$ cat config.mk
export PLATFORM = sky130hd
export DESIGN_NAME = burst_master
export DESIGN_NICKNAME = d
export VERILOG_FILES = /design/src/conv_pkg.sv /design/src/burst_master.sv
export SDC_FILE = /design/constraint.sdc
export NUM_CORES = 1
export LEC_CHECK = 0
export BUFFER_PORTS_ARGS = -buffer_cell sky130_fd_sc_hd__buf_2
export CORE_MARGIN = 1.5
export CORE_UTILIZATION = 45
export CTS_CLUSTER_DIAMETER = 120
export DETAILED_ROUTE_END_ITERATION = 7
export PLACE_DENSITY = 0.78
export SYNTH_ARGS = -nofsm -noshare
export SYNTH_HDL_FRONTEND = slang
export SYNTH_SLANG_ARGS = --single-unit
$ cat constraint.sdc
create_clock -name clock -period 6.5 [get_ports clock]
set_input_delay 0.325 -clock clock [delete_from_list [all_inputs] [get_ports clock]]
set_output_delay 0.325 -clock clock [all_outputs]
set_load 0.01 [all_outputs]
$ cat src/conv_pkg.sv
package conv_pkg;

    typedef logic signed [15:0] pixel_t;    // pixel, coefficient and memory word
    typedef logic [31:0]        addr_t;     // byte address
    typedef logic [8:0]         count_t;    // burst and fifo word count
    typedef logic [31:0]        word_t;     // register slave data
    typedef logic [2:0]         reg_index_t;

    localparam reg_index_t REG_CONTROL     = 3'd0;  // bit 0 starts, read gives busy
    localparam reg_index_t REG_LINE_WORDS  = 3'd1;
    localparam reg_index_t REG_LINE_COUNT  = 3'd2;
    localparam reg_index_t REG_SRC_BASE    = 3'd3;
    localparam reg_index_t REG_DST_BASE    = 3'd4;
    localparam reg_index_t REG_KERNEL_BASE = 3'd5;

    localparam int BYTES_PER_PIXEL = 2;

    typedef struct packed {
        addr_t  src_base;
        addr_t  dst_base;
        addr_t  kernel_base;
        count_t line_words;
        count_t line_count;
    } conv_cfg_t;

    typedef struct packed {
        addr_t  address;
        count_t burstcount;
        logic   read;
        logic   write;
    } mem_req_t;

    typedef enum logic [2:0] {IDLE, KERNEL_READ, SRC_READ, DST_READ, CONVOLVE, WRITE_BACK}
        burst_state_t;

    typedef enum logic {REQUEST, RECEIVE} burst_phase_t;

endpackage

$ cat src/burst_master.sv
module burst_master import conv_pkg::*; #(
    parameter int KX = 3
) (
    input  logic      clock,
    input  logic      clock_sreset,
    input  logic      go,
    input  conv_cfg_t cfg,
    output logic      busy,
    output mem_req_t  req,
    input  logic      waitrequest,
    input  logic      readdatavalid,
    output logic      kernel_load,
    output logic      src_push,
    output logic      dst_push,
    output logic      start_line,
    input  logic      line_done,
    input  count_t    result_used,
    output logic      result_pop
);
    burst_state_t state;
    burst_phase_t phase;
    count_t       word_count;
    count_t       lines_left;
    addr_t        src_addr;
    addr_t        dst_addr;
    addr_t        line_bytes;
    logic         last_read;
    logic         last_write;

    always_comb begin
        line_bytes = addr_t'(cfg.line_words) * addr_t'(BYTES_PER_PIXEL);
        last_read = readdatavalid && (word_count == req.burstcount - 1'b1);
        result_pop = (state == WRITE_BACK) && req.write && !waitrequest;
        last_write = result_pop && (word_count == req.burstcount - 1'b1);
        // read data goes wherever the current burst belongs
        kernel_load = readdatavalid && (state == KERNEL_READ);
        src_push = readdatavalid && (state == SRC_READ);
        dst_push = readdatavalid && (state == DST_READ);
    end

    always_ff @(posedge clock) begin
        if (clock_sreset) begin
            state <= IDLE;
            phase <= REQUEST;
            req.read <= 1'b0;
            req.write <= 1'b0;
            busy <= 1'b0;
            start_line <= 1'b0;
            word_count <= '0;
            lines_left <= '0;
        end else begin
            start_line <= 1'b0;
            case (state)
                IDLE: begin
                    word_count <= '0;
                    if (go) begin
                        busy <= 1'b1;
                        src_addr <= cfg.src_base;
                        dst_addr <= cfg.dst_base;
                        lines_left <= cfg.line_count;
                        req.address <= cfg.kernel_base;
                        req.burstcount <= count_t'(KX);
                        req.read <= 1'b1;
                        phase <= REQUEST;
                        state <= KERNEL_READ;
                    end
                end
                KERNEL_READ, SRC_READ, DST_READ: begin
                    word_count <= word_count + count_t'(readdatavalid);
                    if (phase == REQUEST) begin
                        if (!waitrequest) begin
                            req.read <= 1'b0;    // command taken
                            phase <= RECEIVE;
                        end
                    end else if (last_read) begin
                        word_count <= '0;
                        phase <= REQUEST;
                        req.burstcount <= cfg.line_words;
                        if (state == KERNEL_READ) begin
                            req.address <= src_addr;
                            req.read <= 1'b1;
                            state <= SRC_READ;
                        end else if (state == SRC_READ) begin
                            req.address <= dst_addr;
                            req.read <= 1'b1;
                            state <= DST_READ;
                        end else begin
                            start_line <= 1'b1;
                            state <= CONVOLVE;
                        end
                    end
                end
                CONVOLVE: begin
                    if (line_done) begin
                        req.address <= dst_addr;
                        state <= WRITE_BACK;
                    end
                end
                WRITE_BACK: begin
                    if (!req.write) begin
                        // hold off until the whole line is buffered
                        req.write <= result_used == cfg.line_words;
                    end else if (result_pop) begin
                        word_count <= word_count + 1'b1;
                        if (last_write) begin
                            req.write <= 1'b0;
                            word_count <= '0;
                            src_addr <= src_addr + line_bytes;
                            dst_addr <= dst_addr + line_bytes;
                            lines_left <= lines_left - 1'b1;
                            if (lines_left == 9'd1) begin
                                busy <= 1'b0;
                                state <= IDLE;
                            end else begin
                                req.address <= src_addr + line_bytes;
                                req.read <= 1'b1;
                                phase <= REQUEST;
                                state <= SRC_READ;
                            end
                        end
                    end
                end
                default: state <= IDLE;
            endcase
        end
    end

    assert property (@(posedge clock) disable iff (clock_sreset) !(req.read && req.write));

endmodule

==> impl_results.md <==
- Slew of the pin with the lowest slew margin: 1.19 ns
- Worst path top cell family by delay: compound AO/OA/AOI/OAI gates
- Routability congestion estimate from global placement: 0.932
- Crit path time final: 4.15 ns
- Resize count post-CTS: 0
- CTS tree: done
- Layout area overhead: 17.7%
- Die H: 146 um
- Global route overflow: 0
- DRT Pass-1 Iters: 5
- Initial core utilization: 0.456
- Hold Worst Slack: 0.170 ns
- Skew-Pair Late Insertion Delay: 0.43 ns
- Outcome: finished clean
- Main flop type after synthesis: edfxtp_1
- Cell Chain, Critical Path: inv_1, ha_1, o21bai_1, a211oi_1, a211oi_1, o21ai_0, and4b_1, o21ai_2, nor2_4, buf_4
- Vias per cell: 5.99
- Row count: 52
- TritonCTS Buffers: 17
- Number of top-level pins: 178
- Antenna fix cells: 0
- MaxCap Viol Count: 0
- Via Count: 8607
- Final ANT Viol Nets: 0
- DR WL/cell: 19.2 um
- Hold-fix buffers, CTS: 0
- Root buffer cell: clkbuf_16
- CTS max path bufs: 2
- Peak VDD IR: 0.000167 V
- Average cell area after synthesis: 9.06 sq um
- Headroom to the max-slew limit: 0.199
- Largest net degree at the start of global routing: 79
- Syn Std Cell Area: 0.00917 sq mm
- Clock Sinks: 131
- GRT Total Usage: 0.259
- Critical path endpoint category: flop
- First-pass GRT wire length: 43300 um
- CP max-delay cell: nor2_4
- Yosys reg bits: 131
- Die Wd: 146 um
- Most Frequent Cell on Critical Path: a211oi_1
- Max frequency: 241 MHz
- Commonest non-fill, non-tap cell in the layout: buf_2
- Setup TNS: 0 ns
- Port Buffers: 177
- Floorplan core area: 0.0201 sq mm
- Final Max Slew Viols: 0
- Post-route cell area: 0.0108 sq mm
- Delay of the slowest critical-path stage: 0.78 ns
- Share of cells above drive strength 1: 0.227
- Sequential area share after synthesis: 0.400
- Fin worst setup slack: 2.35 ns
- Gate Count Post-Synth: 1012
- Fin. Hold Viols: 0
- DP Area: 0.0102 sq mm
- Fill cells: 1819
- Post-Place Worst Slack: 2.37 ns
- Fin nets: 1308
- PwrDens: 209 mW/mm^2
- Crit-path max FO: 32
- Yosys warning total: 0
- Commonest non-fill, non-tap cells in the layout: 177 x buf_2, 131 x nand2_1, 105 x edfxtp_1, 76 x o21ai_0, 66 x a21oi_1
- Post-CTS Setup Repair Bufs: 0
- Tightest Hold Check Type: input pin to flop
- Clock Skew: 0.0128 ns
- Initial DRC count: 933
- RSZ-0062 raised after global routing: no
- P_leak: 4.28 nW
- H-tree Lvls: 4
- EDFF count, synth: 105
- Crit path kind: flop to flop
- WP data arrival: 4.22 ns
- Number of global-route vias before repair: 8093
- DRC violations left: 0
- Critical Path RT: 6.58 ns
- WL final: 27600 um
- Clock transition at path regs: 0.06 ns
- Post-synth cell types: 76
- CP Launch Type: flop
- Die area: 0.0212 sq mm
- Initial antenna violation count: 0
- Period utilisation layout: 0.638
- DP HPWL: 19700 um
- Ys async rst share: 0
- Count of final setup violators: 0
- Post-synth net total: 1167
- Worst Path Buf+Inv: 2
## registers in the layout, indices dropped and copies added, names as in the netlist
name        flops
phase           1
word_count      9
lines_left      9
start_line      1
dst_addr       32
req            43
busy            1
src_addr       32
state           3
## metal layers
layer  part of all wire  GRT usage  wire (um)
met4              0.024     0.0883        672
met2               0.46      0.411      12800
met5                  0          0          0
met3              0.094     0.0489       2590
met1               0.42      0.355      11600
## cell type report
| cell class | count | area (sq um) | share of cell area |
|---|---|---|---|
| Inverter | 31 | 116 | 0.0108 |
| Multi-Input combinational cell | 784 | 5130 | 0.475 |
| Clock buffer | 17 | 425 | 0.0394 |
| Clock inverter | 15 | 143 | 0.0132 |
| Timing Repair Buffer | 188 | 968 | 0.0897 |
| Tap cell | 270 | 338 | 0.0313 |
| Sequential cell | 131 | 3680 | 0.341 |
## stage by stage
step           utilization  total power [mW]  std cells
3_5_place_dp         0.509              1.32       1404
2_1_floorplan            -              1.20       1012
5_1_grt              0.537              2.33       1436
4_1_cts              0.537              2.26       1436
3_3_place_gp         0.509              1.32       1404
6_report             0.537              2.26       1436
## worst reg2reg max path: stages (launching register included)
cell and delay (ns):
edfxtp_1 0.48, inv_1 0.08, ha_1 0.33, o21bai_1 0.20, a211oi_1 0.23, a211oi_1 0.07
o21ai_0 0.45, and4b_1 0.37, o21ai_2 0.22, nor2_4 0.78, buf_4 0.54
## logic make-up after synthesis
family / after synthesis / synth area share
simple gates: 369 / 0.195
buf+inv: 97 / 0.0427
fa+ha+maj: 26 / 0.0371
mux: 58 / 0.0745
compound gates: 253 / 0.176
xor+xnor: 78 / 0.0745
flops: 131 / 0.400
## power breakdown
part | total [mW] | switching (mW) | internal, mW
clock network | 0.944 | 0.386 | 0.559
logic | 0.326 | 0.188 | 0.139
registers | 0.986 | 0.0347 | 0.952
total | 2.26 | 0.608 | 1.65
## path summary, 6_finish.rpt
check,from,to,slack (ns),cells past startpoint
setup reg to reg,req[2]$_SDFFCE_PN1P_,src_addr[31]$_DFFE_PP_,2.35,10
hold reg to reg,req[1]$_SDFFE_PP0P_,req[1]$_SDFFE_PP0P_,0.46,2
hold / removal,cfg[66],dst_addr[16]$_DFFE_PP_,0.17,3
setup / recovery,req[2]$_SDFFCE_PN1P_,src_addr[31]$_DFFE_PP_,2.35,10
## Yosys cell counts, types with 5 or more instances
cell type	number	share of area
a211oi_1	13	0.011
a21oi_1	66	0.036
a221oi_1	10	0.0095
a31oi_1	8	0.0055
and2_1	14	0.0095
and3_1	18	0.012
buf_1	11	0.0045
clkbuf_1	47	0.019
dfxtp_1	26	0.057
edfxtp_1	105	0.34
ha_1	24	0.033
inv_1	30	0.012
mux2_2	22	0.027
mux2i_1	30	0.033
mux4_2	6	0.015
nand2_1	132	0.054
nand2b_1	6	0.0041
nand3_1	43	0.023
nand4_1	22	0.015
nor2_1	67	0.027
nor2b_1	7	0.0048
nor3_1	26	0.014
nor4_1	5	0.0034
o21a_1	7	0.0057
o21ai_0	76	0.041
o22ai_1	16	0.011
or3_1	9	0.0061
xnor2_1	28	0.027
xor2_1	50	0.048
Note: power is estimated with default switching activity, not from simulation.
