$ cat src/conv_pkg.sv
package conv_pkg;

    typedef logic signed [15:0] pixel_t;    // pixel, coefficient and memory word
    typedef logic [31:0]        addr_t;     // byte address
    typedef logic [8:0]         count_t;    // burst and fifo word count
    typedef logic [31:0]        word_t;     // register slave data
    typedef logic [2:0]         reg_index_t;

    localparam reg_index_t REG_CONTROL     = 3'd0;  // bit 0 starts, read gives busy
    localparam reg_index_t REG_LINE_WORDS  = 3'd1;
    localparam reg_index_t REG_LINE_COUNT  = 3'd2;
    localparam reg_index_t REG_SRC_BASE    = 3'd3;
    localparam reg_index_t REG_DST_BASE    = 3'd4;
    localparam reg_index_t REG_KERNEL_BASE = 3'd5;

    localparam int BYTES_PER_PIXEL = 2;

    typedef struct packed {
        addr_t  src_base;
        addr_t  dst_base;
        addr_t  kernel_base;
        count_t line_words;
        count_t line_count;
    } conv_cfg_t;

    typedef struct packed {
        addr_t  address;
        count_t burstcount;
        logic   read;
        logic   write;
    } mem_req_t;

    typedef enum logic [2:0] {IDLE, KERNEL_READ, SRC_READ, DST_READ, CONVOLVE, WRITE_BACK}
        burst_state_t;

    typedef enum logic {REQUEST, RECEIVE} burst_phase_t;

endpackage

$ cat src/line_conv.sv
module line_conv import conv_pkg::*; #(
    parameter int KX  = 3,
    parameter int PAD = 1
) (
    input  logic   clock,
    input  logic   clock_sreset,
    input  logic   kernel_load,
    input  pixel_t kernel_data,
    input  logic   start_line,
    input  count_t line_words,
    input  pixel_t src_pixel,
    input  count_t src_used,
    input  pixel_t dst_pixel,
    input  count_t dst_used,
    output logic   src_pop,
    output logic   dst_pop,
    output pixel_t result,
    output logic   result_push,
    output logic   line_done
);
    pixel_t coef [KX];
    pixel_t win [KX];     // win[0] is the oldest padded pixel
    pixel_t acc;
    count_t feed_count;   // padded pixels shifted in so far
    count_t res_count;
    logic   active;
    logic   step;
    logic   is_pad;
    logic   emits;
    logic   win_emit;     // window holds a full set of taps

    always_comb begin
        is_pad = (feed_count < count_t'(PAD)) || (feed_count >= line_words + count_t'(PAD));
        emits = feed_count >= count_t'(KX - 1);
        step = active && (is_pad || ((src_used != '0) && (dst_used != '0)));
        src_pop = step && !is_pad;
        dst_pop = win_emit;
    end

    always_comb begin
        acc = dst_pixel;    // feature-map sum
        for (int k = 0; k < KX; k++) begin
            acc = acc + pixel_t'(coef[k] * win[k]);
        end
    end

    always_ff @(posedge clock) begin
        if (kernel_load) begin
            coef[KX-1] <= kernel_data;
            for (int k = 0; k < KX - 1; k++) begin
                coef[k] <= coef[k+1];
            end
        end
        if (step) begin
            win[KX-1] <= is_pad ? '0 : src_pixel;
            for (int k = 0; k < KX - 1; k++) begin
                win[k] <= win[k+1];
            end
        end
        if (win_emit) begin
            result <= acc;
        end
    end

    always_ff @(posedge clock) begin
        if (clock_sreset) begin
            active <= 1'b0;
            feed_count <= '0;
            res_count <= '0;
            win_emit <= 1'b0;
            result_push <= 1'b0;
            line_done <= 1'b0;
        end else begin
            win_emit <= step && emits;
            result_push <= win_emit;
            line_done <= win_emit && (res_count == line_words - 1'b1);
            if (win_emit) begin
                res_count <= res_count + 1'b1;
            end
            if (start_line) begin
                active <= 1'b1;
                feed_count <= '0;
                res_count <= '0;
            end else if (step) begin
                feed_count <= feed_count + 1'b1;
                if (feed_count == line_words + count_t'(2 * PAD - 1)) begin
                    active <= 1'b0;    // right padding shifted in
                end
            end
        end
    end

    // exactly line_words results between start_line and line_done
    assert property (@(posedge clock) disable iff (clock_sreset)
        result_push |-> (res_count <= line_words));
    assert property (@(posedge clock) disable iff (clock_sreset)
        $fell(active) |=> line_done);

endmodule

$ cat config.mk
export PLATFORM = sky130hd
export DESIGN_NAME = line_conv
export DESIGN_NICKNAME = d
export VERILOG_FILES = /design/src/conv_pkg.sv /design/src/line_conv.sv
export SDC_FILE = /design/constraint.sdc
export NUM_CORES = 1
export LEC_CHECK = 0
export BUFFER_PORTS_ARGS = -buffer_cell sky130_fd_sc_hd__buf_2
export CAP_MARGIN = 20
export CORE_UTILIZATION = 40
export CTS_CLUSTER_SIZE = 28
export DETAILED_ROUTE_END_ITERATION = 10
export PLACE_DENSITY_LB_ADDON = 0.15
export SLEW_MARGIN = 20
export SYNTH_ARGS = -nofsm -noshare
export SYNTH_HDL_FRONTEND = slang
export SYNTH_SLANG_ARGS = --single-unit
export TNS_END_PERCENT = 5
$ cat constraint.sdc
create_clock -name clock -period 17.3 [get_ports clock]
set_input_delay 0 -clock clock [delete_from_list [all_inputs] [get_ports clock]]
set_output_delay 0 -clock clock [all_outputs]
set_load 0.05 [all_outputs]
==> results list <==
- Number of pins exceeding their max-slew limit in the final report: 0
- Width of the die: 213 µm
- Clock tree synthesis selected as its root buffer the cell sky130_fd_sc_hd__clkbuf_16.
- Proportion of synthesized chip area in sequential cells: 0.213
* Placed wire-length estimate after detailed placement: 37.6 mm
* Maximum achievable frequency: 132 MHz
- Final hold analysis gives a worst-case slack of 0.205 ns.
- Along the worst path, the maximum fanout reaches 17.
- Number of buffers on the longest clock path: 2
- After synthesis the cells add up to 17900 µm².
- For this block, the routed nets add up to 46.2 mm of wire.
- Start point of the critical path: win[0][32]
- Once detail routing completed, the nets flagged for antenna violations numbered 0.
* RD Place Congestion: 0.866
- Max-slew headroom at the worst pin: 0.427
- Wire length of the first global-routing pass: 73.7 mm
* Rows: 77
* Total CTS buffers: 17
* DRC violation count after routing: 0
- For this run, the total global-route usage over all layers was measured as 0.220.
* Most used flip-flop cell after synthesis: sky130_fd_sc_hd__edfxtp_1
* Starting density of the core: 0.405
* Clk pin slew, worst setup/hold paths: 0.07 ns
- Max-cap check violation count: 0
- After the last flow step, the layout net total stands at 2428.
* Finish-stage setup viols: 0
- Fill cells in the final layout number 4402.
* Maximum number of pins on one net before global-route repair: 49
- Endpoint class of the critical path: flop
- The clock period could shrink to 7.58 ns.
- Classification of the worst setup path: flop to flop
* DRC marker count from the first detailed-route iteration: 681
- Launching element type of the critical path: flop
- Antenna violations before repair: 0
- Number of distinct library cells after synthesis: 43
- The total area inside the core boundary comes to 44100 µm².
- In the final layout, the share of cells above drive strength 1 is 0.0743.
- Via total after detailed routing: 11800
- Counting flops with an async set or reset pin after synthesis yields a share of 0.
* Diodes inserted: 0
* CTS tree: built
* Via count of the first global-routing pass: 12900
* Remaining Overflow, GRT: 0
- Setup repair after global routing left no endpoint under its margin.
- Counting flops and latches in the post-synthesis netlist gives 134.
* Clock latency of the later-clocked register in the worst-skew pair: 0.46 ns
- The area growth from synthesis to layout is 11.5%.
- Number of buffers added on ports: 98
- Die boundary height: 213 µm
- # resized after CTS: 0
- CP arrival: 7.77 ns
- Hold buffer count at cts: 37
* Post-route clock skew: 0.0111 ns
- Final hold vios: 0
* Routed wire per std cell: 18.6 µm
- Cell count after synthesis: 1779
- Depth of the CTS H-tree: 4
* Post CTS Setup Buffer Count: 0
- In this run the most critical hold path is launched from src_used[0].
- The floorplan step defined a die boundary enclosing 45500 µm².
- At the pin with the least slew margin, the transition time is 0.854 ns.
* Run status: finished, final reports clean
* Sum of negative setup slack: 0 ns
* Ratio of routed vias to standard cells: 4.75
- Number of enable flip-flop cells after synthesis: 112
- Averaged over all synthesized cells, the footprint is 10.0 µm².
- The startpoint identified for the worst register-to-register timing path is win[0][32].
- Required time worst endpoint: 17.50 ns
- Pin placement for this block handled 99 I/O pins.
- CTS saw 134 sinks.
- First-pass iteration count of the detailed router: 5
- The Yosys step of the flow raised 0 warnings.
- Worst hold path type: input port to flop
- Final cycle utilization of the critical path: 0.438
- Synthesis produced a netlist with a net count of 2322.
## cells in the final DEF, fill, tap and decap left out, drive strengths merged, types with 2 or more instances in the layout
cell         netlist  layout
a21o               8       8
a21oi             23      23
a31oi              3       3
and2             223     223
and3               4       4
buf                6     107
bufinv             0       3
clkbuf            51      18
clkinv             0       7
dfxtp             22      22
dlygate4sd3        0      37
edfxtp           112     112
fa               301     301
ha               163     163
inv              410     413
nand2            211     211
nand2b             4       4
nand3             13      13
nand4             10      10
nor2              23      23
nor3               5       5
nor4               8       8
o21a               4       4
o21ai             12      12
o21bai             4       4
o31a               2       2
or3                4       4
or4                5       5
xnor2            103     103
xor2              35      35
## worst max-delay path, cell delays in order, from the launching register on
cell,delay (ns)
sky130_fd_sc_hd__edfxtp_1,0.69
sky130_fd_sc_hd__and2_1,0.29
sky130_fd_sc_hd__fa_1,0.60
sky130_fd_sc_hd__fa_1,0.45
sky130_fd_sc_hd__fa_1,0.55
sky130_fd_sc_hd__inv_1,0.05
sky130_fd_sc_hd__fa_1,0.49
sky130_fd_sc_hd__fa_1,0.53
sky130_fd_sc_hd__fa_1,0.51
sky130_fd_sc_hd__inv_1,0.05
sky130_fd_sc_hd__fa_1,0.52
sky130_fd_sc_hd__inv_1,0.05
sky130_fd_sc_hd__fa_1,0.46
sky130_fd_sc_hd__fa_1,0.49
sky130_fd_sc_hd__inv_1,0.04
sky130_fd_sc_hd__ha_1,0.31
sky130_fd_sc_hd__inv_1,0.07
sky130_fd_sc_hd__o21bai_1,0.07
sky130_fd_sc_hd__a21oi_1,0.30
sky130_fd_sc_hd__o21ai_0,0.17
sky130_fd_sc_hd__a21oi_1,0.27
sky130_fd_sc_hd__a21oi_1,0.20
sky130_fd_sc_hd__xnor2_1,0.16
## per-layer routing
layer / part of all wire / track usage
met3: 0.047 / 0.0344
met5: 0 / 0
met1: 0.46 / 0.302
met2: 0.48 / 0.360
met4: 0.018 / 0.0628
## cell type report
cell class	instances	area [µm²]	share of cell area
multi-input cells	1178	12300	0.617
clock buffers	18	429	0.0216
clock inverters	14	175	0.00880
well taps	592	741	0.0372
repair buffers	144	928	0.0467
inverters	410	1540	0.0773
flip-flops and latches	134	3800	0.191
## cell families after synthesis
logic type,synth area share
AO/OA/AOI/OAI,0.0215
XOR/XNOR,0.0677
adder cells (fa/ha/maj),0.452
buffers and inverters,0.0988
flip-flops,0.213
multiplexers,0.000561
AND/OR/NAND/NOR,0.147
## Yosys cell counts, types with 5 or more instances
cell type | instances | share of area
sky130_fd_sc_hd__edfxtp_1 | 112 | 0.19
sky130_fd_sc_hd__xnor2_1 | 103 | 0.051
sky130_fd_sc_hd__nor3_1 | 5 | 0.0014
sky130_fd_sc_hd__clkbuf_1 | 50 | 0.011
sky130_fd_sc_hd__ha_1 | 163 | 0.11
sky130_fd_sc_hd__nand4_1 | 10 | 0.0035
sky130_fd_sc_hd__and2_1 | 223 | 0.078
sky130_fd_sc_hd__a21oi_1 | 22 | 0.0062
sky130_fd_sc_hd__nor4_1 | 8 | 0.0028
sky130_fd_sc_hd__o21ai_0 | 10 | 0.0028
sky130_fd_sc_hd__xor2_1 | 35 | 0.017
sky130_fd_sc_hd__nand2_1 | 211 | 0.044
sky130_fd_sc_hd__dfxtp_1 | 22 | 0.025
sky130_fd_sc_hd__a21o_1 | 8 | 0.0034
sky130_fd_sc_hd__or4_1 | 5 | 0.0021
sky130_fd_sc_hd__inv_1 | 410 | 0.086
sky130_fd_sc_hd__nand3_1 | 13 | 0.0036
sky130_fd_sc_hd__nor2_1 | 23 | 0.0048
sky130_fd_sc_hd__fa_1 | 301 | 0.34
## flip-flops by register name, indices dropped and copies added, names as in the netlist
signal       cells
active           1
coef            48
dst_pop          1
feed_count       9
line_done        1
res_count        9
result          16
result_push      1
win             48
## final timing paths
| check | to | slack, ns | cells after the start |
|---|---|---|---|
| hold reg to reg | coef[0][30] | 0.49 | 0 |
| setup / recovery | result[15] | 9.72 | 22 |
| hold / removal | feed_count[3] | 0.20 | 6 |
| setup reg to reg | result[15] | 9.72 | 22 |
## per-stage QoR
stage	utilization	cell area, µm²	instances	setup WS, ns
finish	0.451	19900	2490	9.72
global route	0.451	19900	2490	9.42
CTS	0.451	19900	2490	9.69
detailed placement	0.429	18900	2421	9.70
global placement	0.429	18900	2421	9.74
floorplan	-	17900	1779	10.38
Power is left out: the tool's default activity adds up to more than one toggle a clock period on the data nets, which glitch-free logic cannot reach.
