File: src/conv_pkg.sv
package conv_pkg;

    typedef logic signed [15:0] pixel_t;    // pixel, coefficient and memory word
    typedef logic [31:0]        addr_t;     // byte address
    typedef logic [8:0]         count_t;    // burst and fifo word count
    typedef logic [31:0]        word_t;     // register slave data
    typedef logic [2:0]         reg_index_t;

    localparam reg_index_t REG_CONTROL     = 3'd0;  // bit 0 starts, read gives busy
    localparam reg_index_t REG_LINE_WORDS  = 3'd1;
    localparam reg_index_t REG_LINE_COUNT  = 3'd2;
    localparam reg_index_t REG_SRC_BASE    = 3'd3;
    localparam reg_index_t REG_DST_BASE    = 3'd4;
    localparam reg_index_t REG_KERNEL_BASE = 3'd5;

    localparam int BYTES_PER_PIXEL = 2;

    typedef struct packed {
        addr_t  src_base;
        addr_t  dst_base;
        addr_t  kernel_base;
        count_t line_words;
        count_t line_count;
    } conv_cfg_t;

    typedef struct packed {
        addr_t  address;
        count_t burstcount;
        logic   read;
        logic   write;
    } mem_req_t;

    typedef enum logic [2:0] {IDLE, KERNEL_READ, SRC_READ, DST_READ, CONVOLVE, WRITE_BACK}
        burst_state_t;

    typedef enum logic {REQUEST, RECEIVE} burst_phase_t;

endpackage

File: src/conv_csr.sv
module conv_csr import conv_pkg::*; (
    input  logic       clock,
    input  logic       clock_sreset,
    input  reg_index_t s_address,
    input  word_t      s_writedata,
    output word_t      s_readdata,
    input  logic       s_read,
    input  logic       s_write,
    output logic       s_waitrequest,
    input  logic       busy,
    output logic       go,
    output conv_cfg_t  cfg
);
    logic read_wait;    // second cycle of a read

    assign s_waitrequest = s_read && !read_wait;

    always_ff @(posedge clock) begin
        if (clock_sreset) begin
            read_wait <= 1'b0;
            go <= 1'b0;
            cfg <= '0;
        end else begin
            read_wait <= s_read && !read_wait;
            // a start while running is ignored
            go <= s_write && (s_address == REG_CONTROL) && s_writedata[0] && !busy && !go;
            if (s_write) begin
                case (s_address)
                    REG_LINE_WORDS:  cfg.line_words <= count_t'(s_writedata);
                    REG_LINE_COUNT:  cfg.line_count <= count_t'(s_writedata);
                    REG_SRC_BASE:    cfg.src_base <= s_writedata;
                    REG_DST_BASE:    cfg.dst_base <= s_writedata;
                    REG_KERNEL_BASE: cfg.kernel_base <= s_writedata;
                    default: ;
                endcase
            end
        end
    end

    // readback register, valid when waitrequest drops
    always_ff @(posedge clock) begin
        case (s_address)
            REG_CONTROL:     s_readdata <= word_t'(busy);
            REG_LINE_WORDS:  s_readdata <= word_t'(cfg.line_words);
            REG_LINE_COUNT:  s_readdata <= word_t'(cfg.line_count);
            REG_SRC_BASE:    s_readdata <= cfg.src_base;
            REG_DST_BASE:    s_readdata <= cfg.dst_base;
            REG_KERNEL_BASE: s_readdata <= cfg.kernel_base;
            default:         s_readdata <= '0;
        endcase
    end

    // the master must have gone idle before a new start reaches it
    assert property (@(posedge clock) disable iff (clock_sreset) go |-> !busy);

endmodule

File: config.mk
export PLATFORM = sky130hd
export DESIGN_NAME = conv_csr
export DESIGN_NICKNAME = d
export VERILOG_FILES = /design/src/conv_pkg.sv /design/src/conv_csr.sv
export SDC_FILE = /design/constraint.sdc
export NUM_CORES = 1
export LEC_CHECK = 0
export ABC_AREA = 1
export BUFFER_PORTS_ARGS = -buffer_cell sky130_fd_sc_hd__buf_4
export CAP_MARGIN = 20
export CORE_UTILIZATION = 34
export DETAILED_ROUTE_END_ITERATION = 16
export GPL_TIMING_DRIVEN = 0
export PLACE_DENSITY = 0.61
export SYNTH_ARGS = -nofsm -noshare
export SYNTH_HDL_FRONTEND = slang
export SYNTH_SLANG_ARGS = --single-unit
File: constraint.sdc
create_clock -name clock -period 1.6 [get_ports clock]
set_input_delay 0.48 -clock clock [delete_from_list [all_inputs] [get_ports clock]]
set_output_delay 0.48 -clock clock [all_outputs]
set_load 0.02 [all_outputs]
==> results of run 1 <==
[path summary, 6_finish.rpt]
| path | end | slack (ps) | cells after the start |
|---|---|---|---|
| worst max-delay path | cfg[20] | 120 | 1 |
| worst min-delay path | read_wait | 250 | 2 |
| worst max register to register | s_readdata[2] | 780 | 4 |
| worst min register to register | read_wait | 420 | 1 |
[power breakdown]
group          total, W  switching, W  leakage, nW  internal [W]
Clock           0.00373       0.00162        0.254       0.00210
Combinational  0.000958      0.000613         2.97      0.000345
Sequential      0.00390     0.0000873         1.20       0.00381
[per-layer routing]
| metal | vias to the layer above | wire length, µm | global-route usage [%] |
|---|---|---|---|
| li1 | 3245 | - | - |
| met1 | 2803 | 9140 | 28.8 |
| met2 | 215 | 8990 | 33.8 |
| met3 | 29 | 1470 | 6.22 |
| met4 | 0 | 428 | 7.81 |
| met5 | - | 0 | 0 |
[layout make-up]
class,instances,area [µm²],share of cell area [%]
Sequential cell,148,2960,35.1
Tap cell,229,287,3.39
Inverter,130,488,5.78
Clock inverter,11,77.6,0.918
Timing Repair Buffer,184,1380,16.4
Clock buffer,21,470,5.57
Buffer,49,211,2.50
Multi-Input combinational cell,622,2570,30.4
[Yosys cell counts]
cell type | n | share of area, %
nand2_1 | 280 | 17
nor2_1 | 259 | 16
dfxtp_1 | 148 | 48
inv_1 | 125 | 7.5
nand4_1 | 28 | 2.8
clkbuf_1 | 25 | 1.5
o211ai_1 | 23 | 2.8
nand3_1 | 22 | 1.8
buf_2 | 16 | 1.3
buf_1 | 6 | 0.36
inv_2 | 4 | 0.24
nor2_4 | 3 | 0.54
buf_4 | 2 | 0.24
nor3_1 | 2 | 0.16
clkinv_1 | 1 | 0.060
nand2_2 | 1 | 0.10
nand3_2 | 1 | 0.16
nand4_2 | 1 | 0.20
nor2_2 | 1 | 0.10
nor3_2 | 1 | 0.16
[logic make-up (layout without fill, tap and decap cells)]
logic type | Yosys count | after routing | synth area share, %
AND/OR/NAND/NOR | 599 | 599 | 38.5
buffers and inverters | 179 | 395 | 11.2
flip-flops | 148 | 148 | 47.5
AO/OA/AOI/OAI | 23 | 23 | 2.77
[state kept, by name, summed over array words and instances, names as in the netlist]
signal	cells
cfg	114
go	1
s_readdata	32
read_wait	1
[stage by stage]
| stage | hold WS (ps) | cell area, µm² | instances | power [W] | utilization, % |
|---|---|---|---|---|---|
| detailed placement | 417 | 7900 | 1362 | 0.00494 | 44.0 |
| finish | 246 | 8450 | 1394 | 0.00858 | 47.0 |
| CTS | 235 | 8450 | 1394 | 0.00866 | 47.0 |
| floorplan | 399 | 6230 | 949 | 0.00448 | - |
| global placement | 408 | 7900 | 1362 | 0.00493 | 44.0 |
| global route | 236 | 8450 | 1394 | 0.00894 | 47.0 |
==> impl_metrics.json, run 1 <==
{
  "num_vias": 6292,
  "post_cts_buffers": 0,
  "clock_skew_ps": 7.62,
  "slowest_stage": "dfxtp_1",
  "pre_cts_slack_ps": -274,
  "syn_area_mm2": 0.00623,
  "setup_viol": 0,
  "start_util_pct": 34.7,
  "die_area_mm2": 0.0189,
  "crit_fanout": 3,
  "finalWorstSetupSlack_ps": 123,
  "syn_to_final_growth_pct": 35.6,
  "drtIter0Drc": 432,
  "finalMaxSlewViolations": 0,
  "clockBufferDepth": 2,
  "cap_viol_max_count": 0,
  "nFillCells": 1881,
  "critPathKind": "flop to primary output",
  "grt.total_usage_pct": 21.8,
  "rsz0062_at_grt": "no",
  "core-area_mm2": 0.0180,
  "layout_commonest_cell": "nand2_1",
  "cts_tree": "yes",
  "drt_wl_total_um": 20000,
  "fmax_mhz": 677,
  "hold_path_class": "input port to flop",
  "cts_resized": 0,
  "cts_hold_buffers": 0,
  "period_minus_slack_ps": 1480,
  "drtPass1Iterations": 4,
  "fp.dieW_um": 137,
  "die_h_um": 137,
  "syn_nets": 989,
  "synth_seq_cells": 148,
  "max_slew_margin_pct": 57.4,
  "synth_warnings": 0,
  "htreeDepth": 4,
  "critPathBufInv": 1,
  "clk_latency_ps": 430,
  "critPathLaunchType": "flop",
  "grt_max_degree": 17,
  "worst_pin_slew_ps": 638,
  "dp_hpwl_um": 14200,
  "drive_gt1_share_pct": 21.0,
  "outcome": "finished, final reports clean",
  "clkSinkCount": 148,
  "cp-startpoint": "cfg[20]",
  "final_cell_mix": "nand2_1 (280), nor2_1 (259), buf_4 (186)",
  "critical_path.cell_chain": "buf_4",
  "power_density_mw_per_mm2": 1020,
  "final_nets": 1192,
  "synthCells": 949,
  "timing.hold.worst.start": "clock_sreset",
  "vias_per_cell": 4.51,
  "path_delay_family": "flip-flops",
  "post_drt_wl_per_cell_um": 14.4,
  "antenna_found_initial": 0,
  "antenna_cells": 0,
  "placementRows": 49,
  "power_leakage_nw": 4.42,
  "ys_types": 20,
  "fin_setup_tns_ps": 0,
  "synth.avg_cell_area_um2": 6.57,
  "io_pins": 188,
  "r2r-start": "cfg[20]",
  "ir_drop_uv": 764,
  "cts_buffers": 17,
  "globalRoute.totalOverflow": 0,
  "fin_crit_sh_pct": 92.3,
  "worst_ep_required_time_ps": 1120,
  "grt_pass1_vias": 5678,
  "antenna_left": 0,
  "slowest_delay_ps": 400,
  "worstPathArrival_ps": 1000,
  "drc": 0,
  "gp_congestion": 0.896,
  "clk_pin_slew_worst_paths_ps": 60,
  "worstSetupEndpointType": "primary output",
  "ys_seq_area_share_pct": 47.5,
  "io_buffers": 184,
  "finalHoldViolCount": 0,
  "grt_pass1_wl_um": 30800,
  "root_buffer": "clkbuf_16"
}
No activity file was read; power rests on OpenSTA's default activity.
==> run 2: changes to the inputs <==
==> constraint.sdc (replaced) <==
create_clock -name clock -period 1.6 [get_ports clock]
set_input_delay 0.24 -clock clock [delete_from_list [all_inputs] [get_ports clock]]
set_output_delay 0.24 -clock clock [all_outputs]
set_load 0.02 [all_outputs]
==> run 2 against run 1 <==
Net effect: worst setup slack better by 240 ps; critical path depth stayed put; worst hold slack worse by 190 ps; final cell count hardly changed; final area is 0.12% higher; count of clock-buffer cells in the layout stayed put; largest power group unchanged.
==> impl_metrics.json, run 2 (synthesized netlist as in run 1, its figures left out) <==
{
  "pre_cts_slack_ps": -34.1,
  "nFillCells": 1881,
  "crit_fanout": 3,
  "antenna_cells": 0,
  "critPathBufInv": 1,
  "antenna_found_initial": 0,
  "final_nets": 1193,
  "critPathKind": "flop to primary output",
  "cts_buffers": 17,
  "utilization_pct": 47.1,
  "internal-power_w": 0.00626,
  "post_drt_wl_per_cell_um": 14.4,
  "clkPwrFrac_pct": 43.4,
  "worst_pin_slew_ps": 638,
  "layout_commonest_cell": "nand2_1",
  "htreeDepth": 4,
  "slowest_stage": "dfxtp_1",
  "io_buffers": 184,
  "finalHoldViolCount": 0,
  "start_util_pct": 34.7,
  "num_vias": 6286,
  "drc": 0,
  "root_buffer": "clkbuf_16",
  "grt_pass1_wl_um": 30800,
  "fp.dieW_um": 137,
  "critical_path.cell_chain": "buf_4",
  "clk_pin_slew_worst_paths_ps": 60,
  "clock_skew_ps": 7.67,
  "cts_tree": "yes",
  "fin_crit_sh_pct": 77.2,
  "syn_to_final_growth_pct": 35.7,
  "power_density_mw_per_mm2": 1020,
  "drive_gt1_share_pct": 21.0,
  "routed-wl-met2_um": 9030,
  "max_slew_margin_pct": 57.4,
  "drtPass1Iterations": 5,
  "io_pins": 188,
  "p_switching_w": 0.00232,
  "final_cell_mix": "nand2_1 (280), nor2_1 (259), buf_4 (186)",
  "grt_max_degree": 17,
  "vias_per_cell": 4.51,
  "p_sw_share_pct": 27.1,
  "path_delay_family": "flip-flops",
  "grt_pass1_vias": 5680,
  "dr_wl_met3_um": 1430,
  "hold_path_class": "input port to flop",
  "largest_reg_flops": 114,
  "ir_drop_uv": 764,
  "rsz0062_at_grt": "no",
  "outcome": "finished, final reports clean",
  "finalWorstSetupSlack_ps": 364,
  "seqPwrFrac_pct": 45.4,
  "finalMaxSlewViolations": 0,
  "m1WireLength_um": 9140,
  "critPathLaunchType": "flop",
  "clockBufferDepth": 2,
  "gp_congestion": 0.896,
  "post_cts_buffers": 0,
  "worstSetupEndpointType": "primary output",
  "placementRows": 49,
  "period_minus_slack_ps": 1240,
  "setup_viol": 0,
  "drt_wl_total_um": 20000,
  "power_leakage_nw": 4.43,
  "clk_latency_ps": 430,
  "largestRegisters": "cfg x114, s_readdata x32",
  "worstPathArrival_ps": 1000,
  "die_h_um": 137,
  "drtIter0Drc": 452,
  "globalRoute.totalOverflow": 0,
  "comb_power_share_pct": 11.2,
  "worst_ep_required_time_ps": 1360,
  "slowest_delay_ps": 400,
  "routed.top_layer": "met4",
  "die_area_mm2": 0.0189,
  "dp_hpwl_um": 14200,
  "clkSinkCount": 148,
  "core-area_mm2": 0.0180,
  "antenna_left": 0,
  "largest-register": "cfg",
  "grt.total_usage_pct": 21.8,
  "cap_viol_max_count": 0,
  "fmax_mhz": 809,
  "cts_resized": 0,
  "total_power_w": 0.00859
}
[run 2: cell count changes in the layout (fill, tap and decap cells not counted)]
cell,change
dlygate4sd3_1,+1
[run 2: worst paths after layout]
check | depth (start not counted) | endpoint | from | slack, ps
worst max-delay path | 1 | cfg[20] | cfg[20] | 360
worst min-delay path | 3 | cfg[35] | s_writedata[17] | 50
worst max register to register | 4 | s_readdata[2] | cfg[20] | 780
worst min register to register | 1 | read_wait | read_wait | 420
[run 2: cell type report]
cell class | instances | area [µm²] | area share (%)
buffer | 49 | 211 | 2.50
clock buffer | 21 | 470 | 5.56
clock inverter | 11 | 77.6 | 0.917
inverter | 130 | 488 | 5.77
multi-input combinational | 622 | 2570 | 30.4
sequential | 148 | 2960 | 35.0
tap | 229 | 287 | 3.39
timing repair buffer | 185 | 1390 | 16.4
[run 2: stage by stage]
stage	setup TNS (ps)	hold WS (ps)	std cells	area, µm²
after floorplan	0	317	949	6230
after global placement	-547	408	1362	7900
after detailed placement	-228	417	1362	7900
after CTS	0	44.8	1395	8460
after global routing	0	46.7	1395	8460
final	0	53.0	1395	8460
[run 2: layer usage]
metal,vias up,global-route usage (%)
li1,3252,-
met4,0,7.81
met5,-,0
met3,29,6.22
met1,2798,28.8
met2,207,33.8
[run 2: worst min-delay path, cell delays in order]
cell	delay, ps
buf_4	90
nor2_1	40
nor2_1	80
[run 2: power groups by stage]
stage | clock [W] | sequential, W | combinational [W]
6_report | 0.00373 | 0.00390 | 0.000960
5_1_grt | 0.00397 | 0.00391 | 0.00106
4_1_cts | 0.00380 | 0.00390 | 0.000969
3_5_place_dp | 0 | 0.00398 | 0.000963
3_3_place_gp | 0 | 0.00398 | 0.000955
2_1_floorplan | 0 | 0.00411 | 0.000376
[run 2: repair_timing]
action	in CTS	in global routing
endpoints found under the hold margin	1	0
endpoints found under the setup margin	0	0
hold buffers	1	0
